[config.mk]
export PLATFORM = sky130hd
export DESIGN_NAME = fpu
export DESIGN_NICKNAME = d
export VERILOG_FILES = /design/src/fpu_pkg.sv /design/src/fpu_issue_if.sv /design/src/fp_regfile.sv /design/src/fpu_decode.sv /design/src/fp_addsub.sv /design/src/fp_mul.sv /design/src/fpu_result_pipe.sv /design/src/fpu.sv
export SDC_FILE = /design/constraint.sdc
export NUM_CORES = 2
export LEC_CHECK = 0
export BUFFER_PORTS_ARGS = -buffer_cell sky130_fd_sc_hd__clkbuf_2
export CORE_MARGIN = 5
export CORE_UTILIZATION = 36
export DETAILED_ROUTE_END_ITERATION = 10
export GPL_TIMING_DRIVEN = 0
export PLACE_DENSITY = 0.53
export SYNTH_ARGS = -nofsm -noshare
export SYNTH_HDL_FRONTEND = slang
export SYNTH_HIERARCHICAL = 1
export SYNTH_SLANG_ARGS = --single-unit
[constraint.sdc]
create_clock -name clk -period 9.59 [get_ports clk]
set_input_delay 0.959 -clock clk [delete_from_list [all_inputs] [get_ports clk]]
set_output_delay 0.959 -clock clk [all_outputs]
set_load 0.05 [all_outputs]
[src/fpu_pkg.sv]
package fpu_pkg;

    typedef logic [31:0] fp_word_t;
    typedef logic [4:0]  reg_idx_t;
    typedef logic [7:0]  exp_t;

    // significand including the hidden bit.
    typedef logic [23:0] mant_t;

    // tells the result pipe where the write-back value comes from.
    typedef logic [1:0]  wb_src_t;

    localparam logic [6:0] OPC_OP_FP    = 7'b1010011;
    localparam logic [6:0] OPC_LOAD_FP  = 7'b0000111;
    localparam logic [6:0] OPC_STORE_FP = 7'b0100111;

    // fmt field of funct7 for single precision, and funct3 of flw/fsw.
    localparam logic [1:0] FMT_S = 2'b00;
    localparam logic [2:0] F3_W  = 3'b010;

    localparam logic [4:0] F5_ADD    = 5'b00000;
    localparam logic [4:0] F5_SUB    = 5'b00001;
    localparam logic [4:0] F5_MUL    = 5'b00010;
    localparam logic [4:0] F5_MV_X_W = 5'b11100;
    localparam logic [4:0] F5_MV_W_X = 5'b11110;

    localparam wb_src_t SRC_LOAD = 2'd0;
    localparam wb_src_t SRC_MOVE = 2'd1;
    localparam wb_src_t SRC_ADD  = 2'd2;
    localparam wb_src_t SRC_MUL  = 2'd3;

    // cycles from issue to result for each unit, and issue to register write.
    localparam int ADDSUB_LAT = 2;
    localparam int MUL_LAT    = 4;
    localparam int WB_LAT     = 5;

    localparam int EXP_BIAS = 127;

endpackage

[src/fpu_issue_if.sv]
interface fpu_issue_if import fpu_pkg::*; ();

    fp_word_t op_a;
    fp_word_t op_b;
    logic     add_go;
    logic     mul_go;
    logic     is_sub;

    modport decoder (
        output op_a, op_b, add_go, mul_go, is_sub
    );

    modport addsub (
        input op_a, op_b, add_go, is_sub
    );

    modport mul (
        input op_a, op_b, mul_go
    );

endinterface

[src/fp_regfile.sv]
module fp_regfile import fpu_pkg::*; (
    input  logic     clk,
    input  reg_idx_t rs1_idx,
    input  reg_idx_t rs2_idx,
    output fp_word_t rd1,
    output fp_word_t rd2,
    input  logic     wr_en,
    input  reg_idx_t wr_idx,
    input  fp_word_t wr_data
);

    // f0 is a normal storage register, unlike x0 in the integer file.
    fp_word_t regs [0:(1 << $bits(reg_idx_t)) - 1];

    always_ff @(posedge clk) begin
        if (wr_en) begin
            regs[wr_idx] <= wr_data;
        end
    end

    assign rd1 = regs[rs1_idx];
    assign rd2 = regs[rs2_idx];

endmodule

[src/fpu_decode.sv]
module fpu_decode import fpu_pkg::*; (
    input  logic        [31:0] inst,
    input  logic               inst_valid,
    input  fp_word_t           from_intreg,
    input  fp_word_t           from_mem,
    input  fp_word_t           rd1,
    input  fp_word_t           rd2,
    output reg_idx_t           rs1_idx,
    output reg_idx_t           rs2_idx,
    output logic               wb_en,
    output reg_idx_t           wb_rd,
    output wb_src_t            wb_src,
    output fp_word_t           imm_data,
    fpu_issue_if.decoder       issue
);

    logic [6:0] opcode;
    logic [4:0] funct5;
    logic [1:0] fmt;
    logic [2:0] funct3;

    logic add_op;
    logic sub_op;
    logic mul_op;
    logic wr_op;

    assign opcode = inst[6:0];
    assign funct3 = inst[14:12];
    assign fmt    = inst[26:25];
    assign funct5 = inst[31:27];

    assign rs1_idx = inst[19:15];
    assign rs2_idx = inst[24:20];
    assign wb_rd   = inst[11:7];

    always_comb begin
        add_op = 1'b0;
        sub_op = 1'b0;
        mul_op = 1'b0;
        wr_op  = 1'b0;
        wb_src = SRC_MOVE;
        case (opcode)
            OPC_LOAD_FP: begin
                if (funct3 == F3_W) begin
                    wr_op  = 1'b1;
                    wb_src = SRC_LOAD;
                end
            end
            OPC_STORE_FP: begin
                // fsw only reads rs2, which leaves the unit on to_mem.
                wr_op = 1'b0;
            end
            OPC_OP_FP: begin
                if (fmt == FMT_S) begin
                    case (funct5)
                        F5_ADD: begin
                            add_op = 1'b1;
                            wr_op  = 1'b1;
                            wb_src = SRC_ADD;
                        end
                        F5_SUB: begin
                            add_op = 1'b1;
                            sub_op = 1'b1;
                            wr_op  = 1'b1;
                            wb_src = SRC_ADD;
                        end
                        F5_MUL: begin
                            mul_op = 1'b1;
                            wr_op  = 1'b1;
                            wb_src = SRC_MUL;
                        end
                        F5_MV_W_X: begin
                            wr_op  = 1'b1;
                            wb_src = SRC_MOVE;
                        end
                        F5_MV_X_W: begin
                            // the rs1 read port goes straight out on to_intreg.
                            wr_op = 1'b0;
                        end
                        default: begin
                            wr_op = 1'b0;
                        end
                    endcase
                end
            end
            default: begin
                wr_op = 1'b0;
            end
        endcase
    end

    assign wb_en    = inst_valid && wr_op;
    assign imm_data = (wb_src == SRC_LOAD) ? from_mem : from_intreg;

    assign issue.op_a   = rd1;
    assign issue.op_b   = rd2;
    assign issue.add_go = inst_valid && add_op;
    assign issue.mul_go = inst_valid && mul_op;
    assign issue.is_sub = sub_op;

endmodule

[src/fp_addsub.sv]
module fp_addsub import fpu_pkg::*; (
    input  logic        clk,
    input  logic        arst_n,
    fpu_issue_if.addsub issue,
    output fp_word_t    sum
);

    logic  a_sign;
    logic  b_sign;
    exp_t  a_exp;
    exp_t  b_exp;
    mant_t a_mant;
    mant_t b_mant;
    logic  a_larger;
    exp_t  exp_diff;

    logic  s1_valid;
    logic  s1_sign;
    logic  s1_sub;
    exp_t  s1_exp;
    mant_t s1_big;
    mant_t s1_small;

    logic        [24:0] mag;
    logic        [4:0]  lz;
    mant_t              norm_mant;
    logic signed [9:0]  norm_exp;
    fp_word_t           result;

    function automatic logic [4:0] lzc24(input logic [23:0] v);
        logic [4:0] n;
        n = 5'd24;
        for (int i = 0; i < 24; i++) begin
            if (v[i]) begin
                n = 5'(23 - i);
            end
        end
        return n;
    endfunction

    assign a_sign = issue.op_a[31];
    assign b_sign = issue.op_b[31] ^ issue.is_sub;
    assign a_exp  = issue.op_a[30:23];
    assign b_exp  = issue.op_b[30:23];

    // a zero exponent means zero or denormal, both flushed here.
    assign a_mant = (a_exp == '0) ? '0 : {1'b1, issue.op_a[22:0]};
    assign b_mant = (b_exp == '0) ? '0 : {1'b1, issue.op_b[22:0]};

    assign a_larger = issue.op_a[30:0] >= issue.op_b[30:0];
    assign exp_diff = a_larger ? a_exp - b_exp : b_exp - a_exp;

    always_ff @(posedge clk or negedge arst_n) begin
        if (!arst_n) begin
            s1_valid <= 1'b0;
        end else begin
            s1_valid <= issue.add_go;
        end
    end

    // bits shifted out of the smaller significand are simply lost.
    always_ff @(posedge clk) begin
        if (issue.add_go) begin
            s1_sign  <= a_larger ? a_sign : b_sign;
            s1_sub   <= a_sign ^ b_sign;
            s1_exp   <= a_larger ? a_exp : b_exp;
            s1_big   <= a_larger ? a_mant : b_mant;
            s1_small <= (a_larger ? b_mant : a_mant) >> exp_diff;
        end
    end

    // the swap guarantees big >= small, so the difference never goes negative.
    assign mag = s1_sub ? {1'b0, s1_big} - {1'b0, s1_small}
                        : {1'b0, s1_big} + {1'b0, s1_small};
    assign lz  = lzc24(mag[23:0]);

    always_comb begin
        if (mag[24]) begin
            norm_mant = mag[24:1];
            norm_exp  = 10'(s1_exp) + 10'sd1;
        end else begin
            norm_mant = mag[23:0] << lz;
            norm_exp  = 10'(s1_exp) - 10'(lz);
        end
    end

    always_comb begin
        if (mag == '0) begin
            result = '0;
        end else if (norm_exp <= 10'sd0) begin
            result = {s1_sign, 31'b0};
        end else if (norm_exp > 2 * EXP_BIAS) begin
            result = {s1_sign, 8'hff, 23'b0};
        end else begin
            result = {s1_sign, norm_exp[7:0], norm_mant[22:0]};
        end
    end

    always_ff @(posedge clk) begin
        if (s1_valid) begin
            sum <= result;
        end
    end

endmodule

[src/fp_mul.sv]
module fp_mul import fpu_pkg::*; (
    input  logic     clk,
    input  logic     arst_n,
    fpu_issue_if.mul issue,
    output fp_word_t product
);

    exp_t              a_exp;
    exp_t              b_exp;
    logic signed [9:0] exp_sum;

    logic [1:MUL_LAT-1] valid;

    logic              s1_sign;
    logic              s1_zero;
    logic signed [9:0] s1_exp;
    mant_t             s1_a;
    mant_t             s1_b;

    logic              s2_sign;
    logic              s2_zero;
    logic signed [9:0] s2_exp;
    logic [35:0]       s2_lo;
    logic [35:0]       s2_hi;

    logic              s3_sign;
    logic              s3_zero;
    logic signed [9:0] s3_exp;
    logic [47:0]       s3_prod;

    mant_t             norm_mant;
    logic signed [9:0] norm_exp;
    fp_word_t          result;

    assign a_exp   = issue.op_a[30:23];
    assign b_exp   = issue.op_b[30:23];
    assign exp_sum = 10'(a_exp) + 10'(b_exp) - 10'(EXP_BIAS);

    always_ff @(posedge clk or negedge arst_n) begin
        if (!arst_n) begin
            valid <= '0;
        end else begin
            valid <= {issue.mul_go, valid[1:MUL_LAT-2]};
        end
    end

    always_ff @(posedge clk) begin
        if (issue.mul_go) begin
            s1_sign <= issue.op_a[31] ^ issue.op_b[31];
            s1_zero <= (a_exp == '0) || (b_exp == '0);
            s1_exp  <= exp_sum;
            s1_a    <= {1'b1, issue.op_a[22:0]};
            s1_b    <= {1'b1, issue.op_b[22:0]};
        end
        // two 24x12 partial products, then one wide add.
        if (valid[1]) begin
            s2_sign <= s1_sign;
            s2_zero <= s1_zero;
            s2_exp  <= s1_exp;
            s2_lo   <= s1_a * s1_b[11:0];
            s2_hi   <= s1_a * s1_b[23:12];
        end
        if (valid[2]) begin
            s3_sign <= s2_sign;
            s3_zero <= s2_zero;
            s3_exp  <= s2_exp;
            s3_prod <= {s2_hi, 12'b0} + {12'b0, s2_lo};
        end
        if (valid[3]) begin
            product <= result;
        end
    end

    // the product of two values in [1,2) needs at most a one bit shift.
    always_comb begin
        if (s3_prod[47]) begin
            norm_mant = s3_prod[47:24];
            norm_exp  = s3_exp + 10'sd1;
        end else begin
            norm_mant = s3_prod[46:23];
            norm_exp  = s3_exp;
        end
        if (s3_zero || norm_exp <= 10'sd0) begin
            result = {s3_sign, 31'b0};
        end else if (norm_exp > 2 * EXP_BIAS) begin
            result = {s3_sign, 8'hff, 23'b0};
        end else begin
            result = {s3_sign, norm_exp[7:0], norm_mant[22:0]};
        end
    end

endmodule

[src/fpu_result_pipe.sv]
module fpu_result_pipe import fpu_pkg::*; (
    input  logic     clk,
    input  logic     arst_n,
    input  logic     wb_en,
    input  reg_idx_t wb_rd,
    input  wb_src_t  wb_src,
    input  fp_word_t imm_data,
    input  fp_word_t sum,
    input  fp_word_t product,
    output logic     wr_en,
    output reg_idx_t wr_idx,
    output fp_word_t wr_data
);

    logic [1:WB_LAT] en_q;
    reg_idx_t        rd_q   [1:WB_LAT];
    wb_src_t         src_q  [1:WB_LAT-1];
    fp_word_t        data_q [1:WB_LAT];
    fp_word_t        data_d [2:WB_LAT];

    always_ff @(posedge clk or negedge arst_n) begin
        if (!arst_n) begin
            en_q <= '0;
        end else begin
            en_q <= {wb_en, en_q[1:WB_LAT-1]};
        end
    end

    // a unit's result is picked up in the stage right after its latency.
    always_comb begin
        for (int k = 2; k <= WB_LAT; k++) begin
            if (k == ADDSUB_LAT + 1 && src_q[k-1] == SRC_ADD) begin
                data_d[k] = sum;
            end else if (k == MUL_LAT + 1 && src_q[k-1] == SRC_MUL) begin
                data_d[k] = product;
            end else begin
                data_d[k] = data_q[k-1];
            end
        end
    end

    always_ff @(posedge clk) begin
        rd_q[1]   <= wb_rd;
        src_q[1]  <= wb_src;
        data_q[1] <= imm_data;
        for (int k = 2; k <= WB_LAT; k++) begin
            rd_q[k]   <= rd_q[k-1];
            data_q[k] <= data_d[k];
        end
        for (int k = 2; k < WB_LAT; k++) begin
            src_q[k] <= src_q[k-1];
        end
    end

    assign wr_en   = en_q[WB_LAT];
    assign wr_idx  = rd_q[WB_LAT];
    assign wr_data = data_q[WB_LAT];

endmodule

[src/fpu.sv]
module fpu import fpu_pkg::*; (
    input  logic        clk,
    input  logic        arst_n,
    input  logic [31:0] inst,
    input  logic        inst_valid,
    input  fp_word_t    from_intreg,
    input  fp_word_t    from_mem,
    output fp_word_t    to_mem,
    output fp_word_t    to_intreg
);

    reg_idx_t rs1_idx;
    reg_idx_t rs2_idx;
    logic     wb_en;
    reg_idx_t wb_rd;
    wb_src_t  wb_src;
    fp_word_t imm_data;
    fp_word_t sum;
    fp_word_t product;
    logic     wr_en;
    reg_idx_t wr_idx;
    fp_word_t wr_data;

    fpu_issue_if issue_bus ();

    // the rs1 and rs2 read ports double as the fmv.x.w and fsw outputs.
    fpu_decode u_decode (
        .inst        (inst),
        .inst_valid  (inst_valid),
        .from_intreg (from_intreg),
        .from_mem    (from_mem),
        .rd1         (to_intreg),
        .rd2         (to_mem),
        .rs1_idx     (rs1_idx),
        .rs2_idx     (rs2_idx),
        .wb_en       (wb_en),
        .wb_rd       (wb_rd),
        .wb_src      (wb_src),
        .imm_data    (imm_data),
        .issue       (issue_bus.decoder)
    );

    fp_regfile u_regfile (
        .clk     (clk),
        .rs1_idx (rs1_idx),
        .rs2_idx (rs2_idx),
        .rd1     (to_intreg),
        .rd2     (to_mem),
        .wr_en   (wr_en),
        .wr_idx  (wr_idx),
        .wr_data (wr_data)
    );

    fp_addsub u_addsub (
        .clk    (clk),
        .arst_n (arst_n),
        .issue  (issue_bus.addsub),
        .sum    (sum)
    );

    fp_mul u_mul (
        .clk     (clk),
        .arst_n  (arst_n),
        .issue   (issue_bus.mul),
        .product (product)
    );

    fpu_result_pipe u_result_pipe (
        .clk      (clk),
        .arst_n   (arst_n),
        .wb_en    (wb_en),
        .wb_rd    (wb_rd),
        .wb_src   (wb_src),
        .imm_data (imm_data),
        .sum      (sum),
        .product  (product),
        .wr_en    (wr_en),
        .wr_idx   (wr_idx),
        .wr_data  (wr_data)
    );

endmodule

* Word level (Yosys, flattened, before mapping)
Memories as Yosys holds them, arrays and structs flattened.
Index checks and enable logic that the tools add are counted.
** Storage, ports and cells
- Memories :: 4
- Bits in writable memories :: 1217
- Input bits :: 99
- Output and inout port bits :: 64
- Register bits after elaboration :: 333
- Logic and storage cells :: 138
** Memories
- u_regfile.regs :: depth 32, width 32, read ports 2, clocked after Yosys merged registers in 0, write ports 1, RTL line fp_regfile.sv:13 : fp_word_t regs [0:(1 << $bits(reg_idx_t)) - 1];
- u_result_pipe.data_q :: depth 5, width 32, read ports 5, clocked after Yosys merged registers in 0, write ports 5, RTL line fpu_result_pipe.sv:18 : fp_word_t data_q [1:WB_LAT];
- u_result_pipe.rd_q :: depth 5, width 5, read ports 5, clocked after Yosys merged registers in 0, write ports 5, RTL line fpu_result_pipe.sv:16 : reg_idx_t rd_q [1:WB_LAT];
- u_result_pipe.src_q :: depth 4, width 2, read ports 4, clocked after Yosys merged registers in 0, write ports 4, RTL line fpu_result_pipe.sv:17 : wb_src_t src_q [1:WB_LAT-1];
** Operators by class
- Shifts and indexed selects :: 2
- Equal/unequal tests :: 8
- Bitwise operators :: 3
- Reductions and logical operators :: 16
- $add $sub $neg :: 10
- Multiply operators :: 2
- Multiplexer cells :: 60
- Magnitude comparators :: 5
** Operator list (count)
- $mux W24 :: 4
- $mux W32 :: 3
- $mux W5 :: 16
- $mul A24 B12 Y36 :: 2
- $mux W31 :: 2
- $add A48 B36 Y48 :: 1
- $mux W23 :: 2
- $mux W4 :: 8
- $ge A31 B31 Y1 :: 1
- $add A24 B24 Y25 :: 1
- $logic_not A25 Y1 :: 1
- $mux W25 :: 1
- $sub A24 B24 Y25 :: 1
- $shl A24 B5 Y23 :: 1
- $shr A24 B8 Y24 :: 1
- $gt A10 B9 Y1 const B :: 2
- $le A10 B1 Y1 const B :: 2
- $mux W10 :: 2
- $logic_not A8 Y1 :: 2
- $mux W1 :: 16
- $mux W8 :: 2
- $sub A8 B8 Y8 :: 2
- $add A10 B2 Y10 const B :: 1
- $sub A10 B7 Y10 const B :: 1
- other kinds (21) :: 31

* Longest topological paths before layout
- Depth after elaboration :: 30
- Mapped depth :: 35
- Depth with buffers taken out :: 31

* Modules after synthesis
Netlist, hierarchy kept.
** Modules (own cells, without submodules)
- fp_regfile :: times used 1, sequential area each 30749.5 um^2, area an instance 48789.3 um^2, cells each 3386
- fp_mul :: times used 1, sequential area each 6050.8 um^2, area an instance 25454.4 um^2, cells each 2575
- fp_addsub :: times used 1, sequential area each 2727.6 um^2, area an instance 11427.2 um^2, cells each 1424
- fpu_result_pipe :: times used 1, sequential area each 3988.8 um^2, area an instance 5211.2 um^2, cells each 308
- fpu_decode :: times used 1, sequential area each 0.0 um^2, area an instance 1252.5 um^2, cells each 133

* Worst setup path after synthesis
OpenSTA, ideal clock, no wires.
- Path kind :: register to register
- Start :: register u_addsub.s1_small[4]
- End :: register u_addsub.sum[20] (data pin)
- Slack :: 2.440 ns
- Arrival time :: 6.873 ns
- Setup time :: 0.277 ns
- Stages on the path, launching flop included :: 34
- Path buffers :: 4
- Clock period less this slack :: 7.150 ns
- Data required time :: 9.313 ns
- Cell sequence :: edfxtp_1 -> nor4_1 -> nand3b_1 -> nor3_1 -> nor2_1 -> xnor2_1 -> ha_1 -> clkbuf_1 -> and3_1 -> nand2_1 -> nor2_1 -> a2bb2oi_1 -> mux2i_1 -> nand2_1 -> o311ai_1 -> nor2_1 -> nor3_2 -> inv_1 -> buf_2 -> buf_1 -> ha_1 -> nor2b_1 -> o21ai_0 -> nand2b_1 -> a21o_1 -> a21oi_1 -> o21ai_0 -> o21a_1 -> o31ai_2 -> a311oi_2 -> o21ai_4 -> nand2b_4 -> buf_6 -> a211oi_2
** On the way
- Cells in the longest elaborated chain, start to end :: 26
- Elaborated cells on any way between the ends :: 31
- Those cells by class :: add/sub: 3; order compare: 2; shift: 1; mux: 23; reduce/logical: 2
** RTL lines
- from (decl) :: RTL line fp_addsub.sv:22 : mant_t s1_small;
- from (signal assigned) :: RTL line fp_addsub.sv:68 : s1_small <= (a_larger ? b_mant : a_mant) >> exp_diff;
- $add A24 B24 Y25 or $sub A24 B24 Y25 (tied branches) :: RTL line fp_addsub.sv:74, fp_addsub.sv:73
- $mux W25 (*) :: RTL line fp_addsub.sv:73 : assign mag = s1_sub ? {1'b0, s1_big} - {1'b0, s1_small}
- $mux W4 (4 in series) :: RTL line fp_addsub.sv:34 : if (v[i]) begin
- $mux W5 (16 in series) :: RTL line fp_addsub.sv:34
- $sub A8 B5 Y9 :: RTL line fp_addsub.sv:83 : norm_exp = 10'(s1_exp) - 10'(lz);
- $mux W10 :: RTL line fp_addsub.sv:78 : if (mag[24]) begin
- $gt A10 B9 Y1 or $le A10 B1 Y1 (tied branches) :: RTL line fp_addsub.sv:92, fp_addsub.sv:90
- $reduce_or A3 Y1 (no line)
- to (signal assigned) :: RTL line fp_addsub.sv:101 : sum <= result;
- to (decl) :: RTL line fp_addsub.sv:5 : output fp_word_t sum
Mark *: on every way between the ends. The rest lies on a longest branch, timed or not.
A chain may end at the register's enable or synchronous reset.

* Final worst setup path
- Start :: input inst[17]
- End :: register u_addsub.s1_big[20] (data pin)
** On the way
- Elaborated cells on any way between the ends :: 5
- Those cells by class :: order compare: 1; mux: 2; reduce/logical: 1; memory: 1
** RTL lines
- from (decl) :: RTL line fpu.sv:4 : input logic [31:0] inst,
- $mem_v2 Z32 W32
- net issue_bus.op_a[15] :: RTL line fpu_issue_if.sv:3 : fp_word_t op_a;
- $ge A31 B31 Y1 :: RTL line fp_addsub.sv:50 : assign a_larger = issue.op_a[30:0] >= issue.op_b[30:0];
- $mux W24 :: RTL line fp_addsub.sv:67 : s1_big <= a_larger ? a_mant : b_mant;
- to (signal assigned) :: RTL line fp_addsub.sv:67
- to (decl) :: RTL line fp_addsub.sv:21 : mant_t s1_big;
The timed path passes the listed nets, and every way through them passes these cells.

==> flow_results.xml <==
<?xml version="1.0" encoding="UTF-8"?>
<metrics>
  <group name="setup_path">
    <metric name="setup.worst_path.class" unit="">input port to register</metric>
    <metric name="cpPeakStageDelay" unit="ns">1.16</metric>
    <metric name="crit_top_cell" unit="">sky130_fd_sc_hd__clkbuf_1</metric>
    <metric name="crit_arrival" unit="ns">9.57</metric>
    <metric name="critical_path.n_buffers_inverters" unit="">8</metric>
    <metric name="cp-start-kind" unit="">input port</metric>
    <metric name="critPathSlowestCell" unit="">sky130_fd_sc_hd__clkbuf_1</metric>
    <metric name="required" unit="ns">9.99</metric>
    <metric name="cp_top_family" unit="">buffers and inverters</metric>
    <metric name="cp_cell_sequence" unit="">buf_4 -&gt; nor2_1 -&gt; clkbuf_1 -&gt; clkbuf_1 -&gt; a22oi_1 -&gt; nand3_1 -&gt; nand3_1 -&gt; buf_4 -&gt; ha_1 -&gt; nand4_1 -&gt; nor4_1 -&gt; a221o_1 -&gt; nor3_1 -&gt; a21oi_1 -&gt; nor2_1 -&gt; buf_2 -&gt; clkbuf_1 -&gt; clkbuf_1 -&gt; clkbuf_1 -&gt; o21ai_0</metric>
    <metric name="critPathCaptureType" unit="">register</metric>
    <metric name="path_max_fanout" unit="">11</metric>
  </group>
  <group name="final_layout">
    <metric name="regArea" unit="um2">43500</metric>
    <metric name="num-fill-cells" unit="">24200</metric>
    <metric name="area_growth_syn_to_layout" unit="%">12.6</metric>
    <metric name="finalNetCount" unit="">8974</metric>
    <metric name="multi_input_gate_area_in_the_final_layout" unit="um2">43100</metric>
    <metric name="stdcell_count" unit="">11700</metric>
    <metric name="fin_util" unit="">0.408</metric>
    <metric name="post_route_cells_drive_above_1_share" unit="">0.119</metric>
  </group>
  <group name="clock_tree">
    <metric name="postCtsSetupRepairBufs" unit="">0</metric>
    <metric name="clock_tree_from_tritoncts" unit="">done</metric>
    <metric name="root_buffer" unit="">sky130_fd_sc_hd__clkbuf_16</metric>
    <metric name="clkSinkCount" unit="">1515</metric>
    <metric name="cts-htree-levels" unit="">4</metric>
    <metric name="clk_pin_slew_worst_paths" unit="ns">0.06</metric>
    <metric name="cts_inserted_buffers" unit="">168</metric>
    <metric name="ctsLongestPathBuffers" unit="">3</metric>
    <metric name="clock_insertion_delay_worst_skew" unit="ns">0.83</metric>
  </group>
  <group name="routing">
    <metric name="firstDrtPassIters" unit="">6</metric>
    <metric name="route.antenna.remaining_nets" unit="">0</metric>
    <metric name="routed_via_density" unit="">5.47</metric>
    <metric name="drc_errors" unit="">0</metric>
    <metric name="vias_post_dr" unit="">64000</metric>
    <metric name="postRouteWirelength" unit="um">307000</metric>
    <metric name="route.detailed.wl_per_inst" unit="um">26.2</metric>
    <metric name="drt_first_iter_violations" unit="">5278</metric>
  </group>
  <group name="timing">
    <metric name="fin_setup_tns" unit="ns">0</metric>
    <metric name="worst_slack" unit="ns">0.416</metric>
    <metric name="crit_share_post_route" unit="">0.957</metric>
    <metric name="max_slew.worst_pin.slew" unit="ns">1.59</metric>
    <metric name="maxSlewViolCount" unit="">11</metric>
    <metric name="rsz0062_at_grt" unit="">no</metric>
    <metric name="setup_viol" unit="">0</metric>
    <metric name="report.final.hold_viol_count" unit="">0</metric>
    <metric name="finalClockSkew" unit="ns">0.0631</metric>
    <metric name="fmax" unit="GHz">0.109</metric>
    <metric name="timing.final.crit_period" unit="ns">9.17</metric>
    <metric name="relSlewSlack" unit="">-0.0602</metric>
  </group>
  <group name="die">
    <metric name="fp.dieArea" unit="um2">266000</metric>
    <metric name="fp.coreArea" unit="um2">254000</metric>
    <metric name="die_w" unit="um">516</metric>
    <metric name="ioPinCount" unit="">163</metric>
    <metric name="floorplan.rows" unit="">185</metric>
    <metric name="chipHeight" unit="um">516</metric>
    <metric name="floorplan.initialDensity" unit="">0.362</metric>
  </group>
  <group name="placed_design">
    <metric name="placement.setup.worst_slack" unit="ns">0.0604</metric>
    <metric name="hpwl" unit="um">237000</metric>
    <metric name="globalplace.congestion" unit="">0.925</metric>
    <metric name="dp_cells" unit="">11400</metric>
    <metric name="io_buffers" unit="">147</metric>
  </group>
  <group name="global_route">
    <metric name="antenna_found_initial" unit="">19</metric>
    <metric name="via_count_of_the_first_global_routing_pass" unit="">65200</metric>
    <metric name="grt_pass1_wl" unit="um">441000</metric>
    <metric name="gr-usage-all-layers" unit="">0.225</metric>
    <metric name="globalRouteOverflowTotal" unit="">0</metric>
    <metric name="largest_net_degree_at_the_start_of_global_routing" unit="">61</metric>
  </group>
  <group name="yosys">
    <metric name="yosysWarningCount" unit="">6</metric>
    <metric name="synth.cell_area" unit="um2">92100</metric>
    <metric name="syn_area_per_cell" unit="um2">11.8</metric>
    <metric name="synth_enable_flop_cells" unit="">1313</metric>
    <metric name="ys_ff_latch" unit="">1515</metric>
    <metric name="compound_gate_fraction_of_synth_area" unit="">0.0920</metric>
    <metric name="ys_async_sr_fraction" unit="">0.00594</metric>
    <metric name="synth_largest_type_area_fraction" unit="">0.428</metric>
    <metric name="postSynthCellCount" unit="">7826</metric>
    <metric name="post_synth_fa_ha_maj_area_fraction" unit="">0.130</metric>
    <metric name="synthXorXnorAreaFrac" unit="">0.0152</metric>
    <metric name="mux_cell_area_share_after_synthesis" unit="">0.139</metric>
    <metric name="synth_top_family_by_area" unit="">multiplexers</metric>
    <metric name="post_synthesis_simple_gate_area_fraction" unit="">0.0894</metric>
    <metric name="synth.distinct_cells" unit="">121</metric>
    <metric name="ys_dominant_reg_cell" unit="">sky130_fd_sc_hd__edfxtp_1</metric>
    <metric name="netlist_top_cells_area" unit="">sky130_fd_sc_hd__edfxtp_1 43%, sky130_fd_sc_hd__mux2i_1 12%, sky130_fd_sc_hd__fa_1 9.6%, sky130_fd_sc_hd__dfxtp_1 4.2%, sky130_fd_sc_hd__ha_1 3.3%</metric>
    <metric name="sequential_element_share_of_the_synthesized_area" unit="">0.472</metric>
    <metric name="synth_top_area_cell" unit="">sky130_fd_sc_hd__edfxtp_1</metric>
    <metric name="synth_nets" unit="">8615</metric>
  </group>
  <group name="worst_hold_path">
    <metric name="hp-class" unit="">input port to register</metric>
  </group>
  <group name="status">
    <metric name="outcome" unit="">finished, violations left</metric>
    <metric name="failing_checks" unit="">max-capacitance violations, max-slew violations</metric>
  </group>
  <group name="run">
    <metric name="max_cap_viol_count" unit="">1</metric>
  </group>
  <group name="pwr">
    <metric name="leakage" unit="nW">41.8</metric>
    <metric name="worst_ir_drop_vdd" unit="mV">0.187</metric>
    <metric name="p_per_area" unit="nW/um2">157</metric>
    <metric name="power" unit="mW">16.3</metric>
  </group>
</metrics>
## synth_stat cells, drive strengths merged (9+ instances only)
library cell and number:
ha 246, o211ai 26, a2111oi 10, nor3 133
nor2b 31, a31oi 87, nand3 275, nand3b 10
clkbuf 252, o21a 19, mux2 104, mux4 19
nor2 273, and3 17, o21bai 18, a22o 131
o221ai 9, mux2i 1093, inv 652, and2 122
a22oi 207, fa 444, a21o 55, xnor2 108
edfxtp 1313, or3 15, or2 14, a211oi 47
nand4 24, nor4 28, a21oi 363, a221oi 12
dfrtp 9, dfxtp 193, buf 317, o31ai 11
o21ai 150, nand2 789, nand2b 23, xor2 52
## repair_timing
action,4_1_cts,5_1_grt
setup endpoints to repair,0,24
hold endpoints to repair,9,0
hold buffers,1,0
resized for setup,0,3
## cells in the final DEF (no fill, tap or decap), types with 237 or more instances in the layout
| cell | count |
|---|---|
| sky130_fd_sc_hd__edfxtp_1 | 1313 |
| sky130_fd_sc_hd__clkbuf_1 | 284 |
| sky130_fd_sc_hd__fa_1 | 444 |
| sky130_fd_sc_hd__inv_1 | 650 |
| sky130_fd_sc_hd__nand2_1 | 788 |
| sky130_fd_sc_hd__a21oi_1 | 362 |
| sky130_fd_sc_hd__nand3_1 | 274 |
| sky130_fd_sc_hd__mux2i_1 | 1092 |
| sky130_fd_sc_hd__ha_1 | 246 |
| sky130_fd_sc_hd__nor2_1 | 237 |
## metrics by stage
stage | hold slack (ns) | cell area [um2]
after floorplan | 0.310 | 92100
after global placement | 0.312 | 97100
after detailed placement | 0.312 | 98100
after CTS | 0.175 | 104000
after global routing | 0.188 | 104000
final | 0.240 | 104000
## per-layer routing
layer | track usage | wire, um
met2 | 0.384 | 148000
met1 | 0.286 | 125000
met5 | 0 | 13
met3 | 0.0351 | 20100
met4 | 0.0906 | 13900
## sequential cells by signal, summed over array words and instances (netlist names), 3 cells and up
name	count
u_mul/s1_b	23
u_addsub/s1_exp	8
u_result_pipe/rd_q	25
u_mul/s1_a	23
u_mul/s3_prod	25
u_mul/s1_exp	10
u_mul/s2_exp	10
u_mul/valid	3
u_addsub/s1_big	24
u_result_pipe/en_q	5
u_result_pipe/src_q	8
u_result_pipe/data_q	160
u_mul/s2_lo	24
u_mul/s3_exp	10
u_mul/product	32
u_addsub/s1_small	24
u_mul/s2_hi	36
u_addsub/sum	32
u_regfile/regs	1024
## path summary, 6_finish.rpt
path / end / startpoint / slack [ns] / cells past startpoint
setup / recovery: u_addsub/s1_big[20] / inst[17] / 0.42 / 20
hold / removal: u_result_pipe/rd_q[0][0] / inst[7] / 0.24 / 1
setup reg to reg: u_addsub/sum[20] / u_addsub/s1_small[3] / 0.60 / 33
hold reg to reg: u_result_pipe/data_q[0][52] / u_result_pipe/data_q[0][20] / 0.32 / 0
max in group asynchronous: u_mul/valid[1] / arst_n / 8.82 / 2
min in group asynchronous: u_result_pipe/en_q[4] / arst_n / 0.56 / 2
## kinds of logic (layout without fill, tap and decap cells)
| family | count (synthesis) | after routing |
|---|---|---|
| buffers and inverters | 1221 | 1719 |
| AOI/OAI and AO/OA | 1237 | 1237 |
| DFF | 1515 | 1515 |
| adders and majority gates | 690 | 690 |
| muxes | 1216 | 1216 |
| xor gates and xnor gates | 160 | 160 |
| other | 0 | 6 |
| and+or+nand+nor | 1787 | 1787 |
## power breakdown
group	switching, mW	internal, mW	total, mW	leakage (nW)
clock	2.76	3.78	6.55	2.73
combinational	1.70	0.771	2.47	25.5
sequential	0.0266	7.22	7.24	13.6
total	4.49	11.8	16.3	41.8
## layout make-up
| class | count | share of cell area |
|---|---|---|
| clock inverter | 92 | 0.0100 |
| multi-input combinational | 5090 | 0.415 |
| inverter | 652 | 0.0236 |
| sequential | 1515 | 0.419 |
| timing repair buffer | 189 | 0.0148 |
| clock buffer | 217 | 0.0439 |
| tap | 3366 | 0.0406 |
| antenna | 6 | 0.000145 |
| buffer | 569 | 0.0321 |
Note: power is estimated with default switching activity, not from simulation.
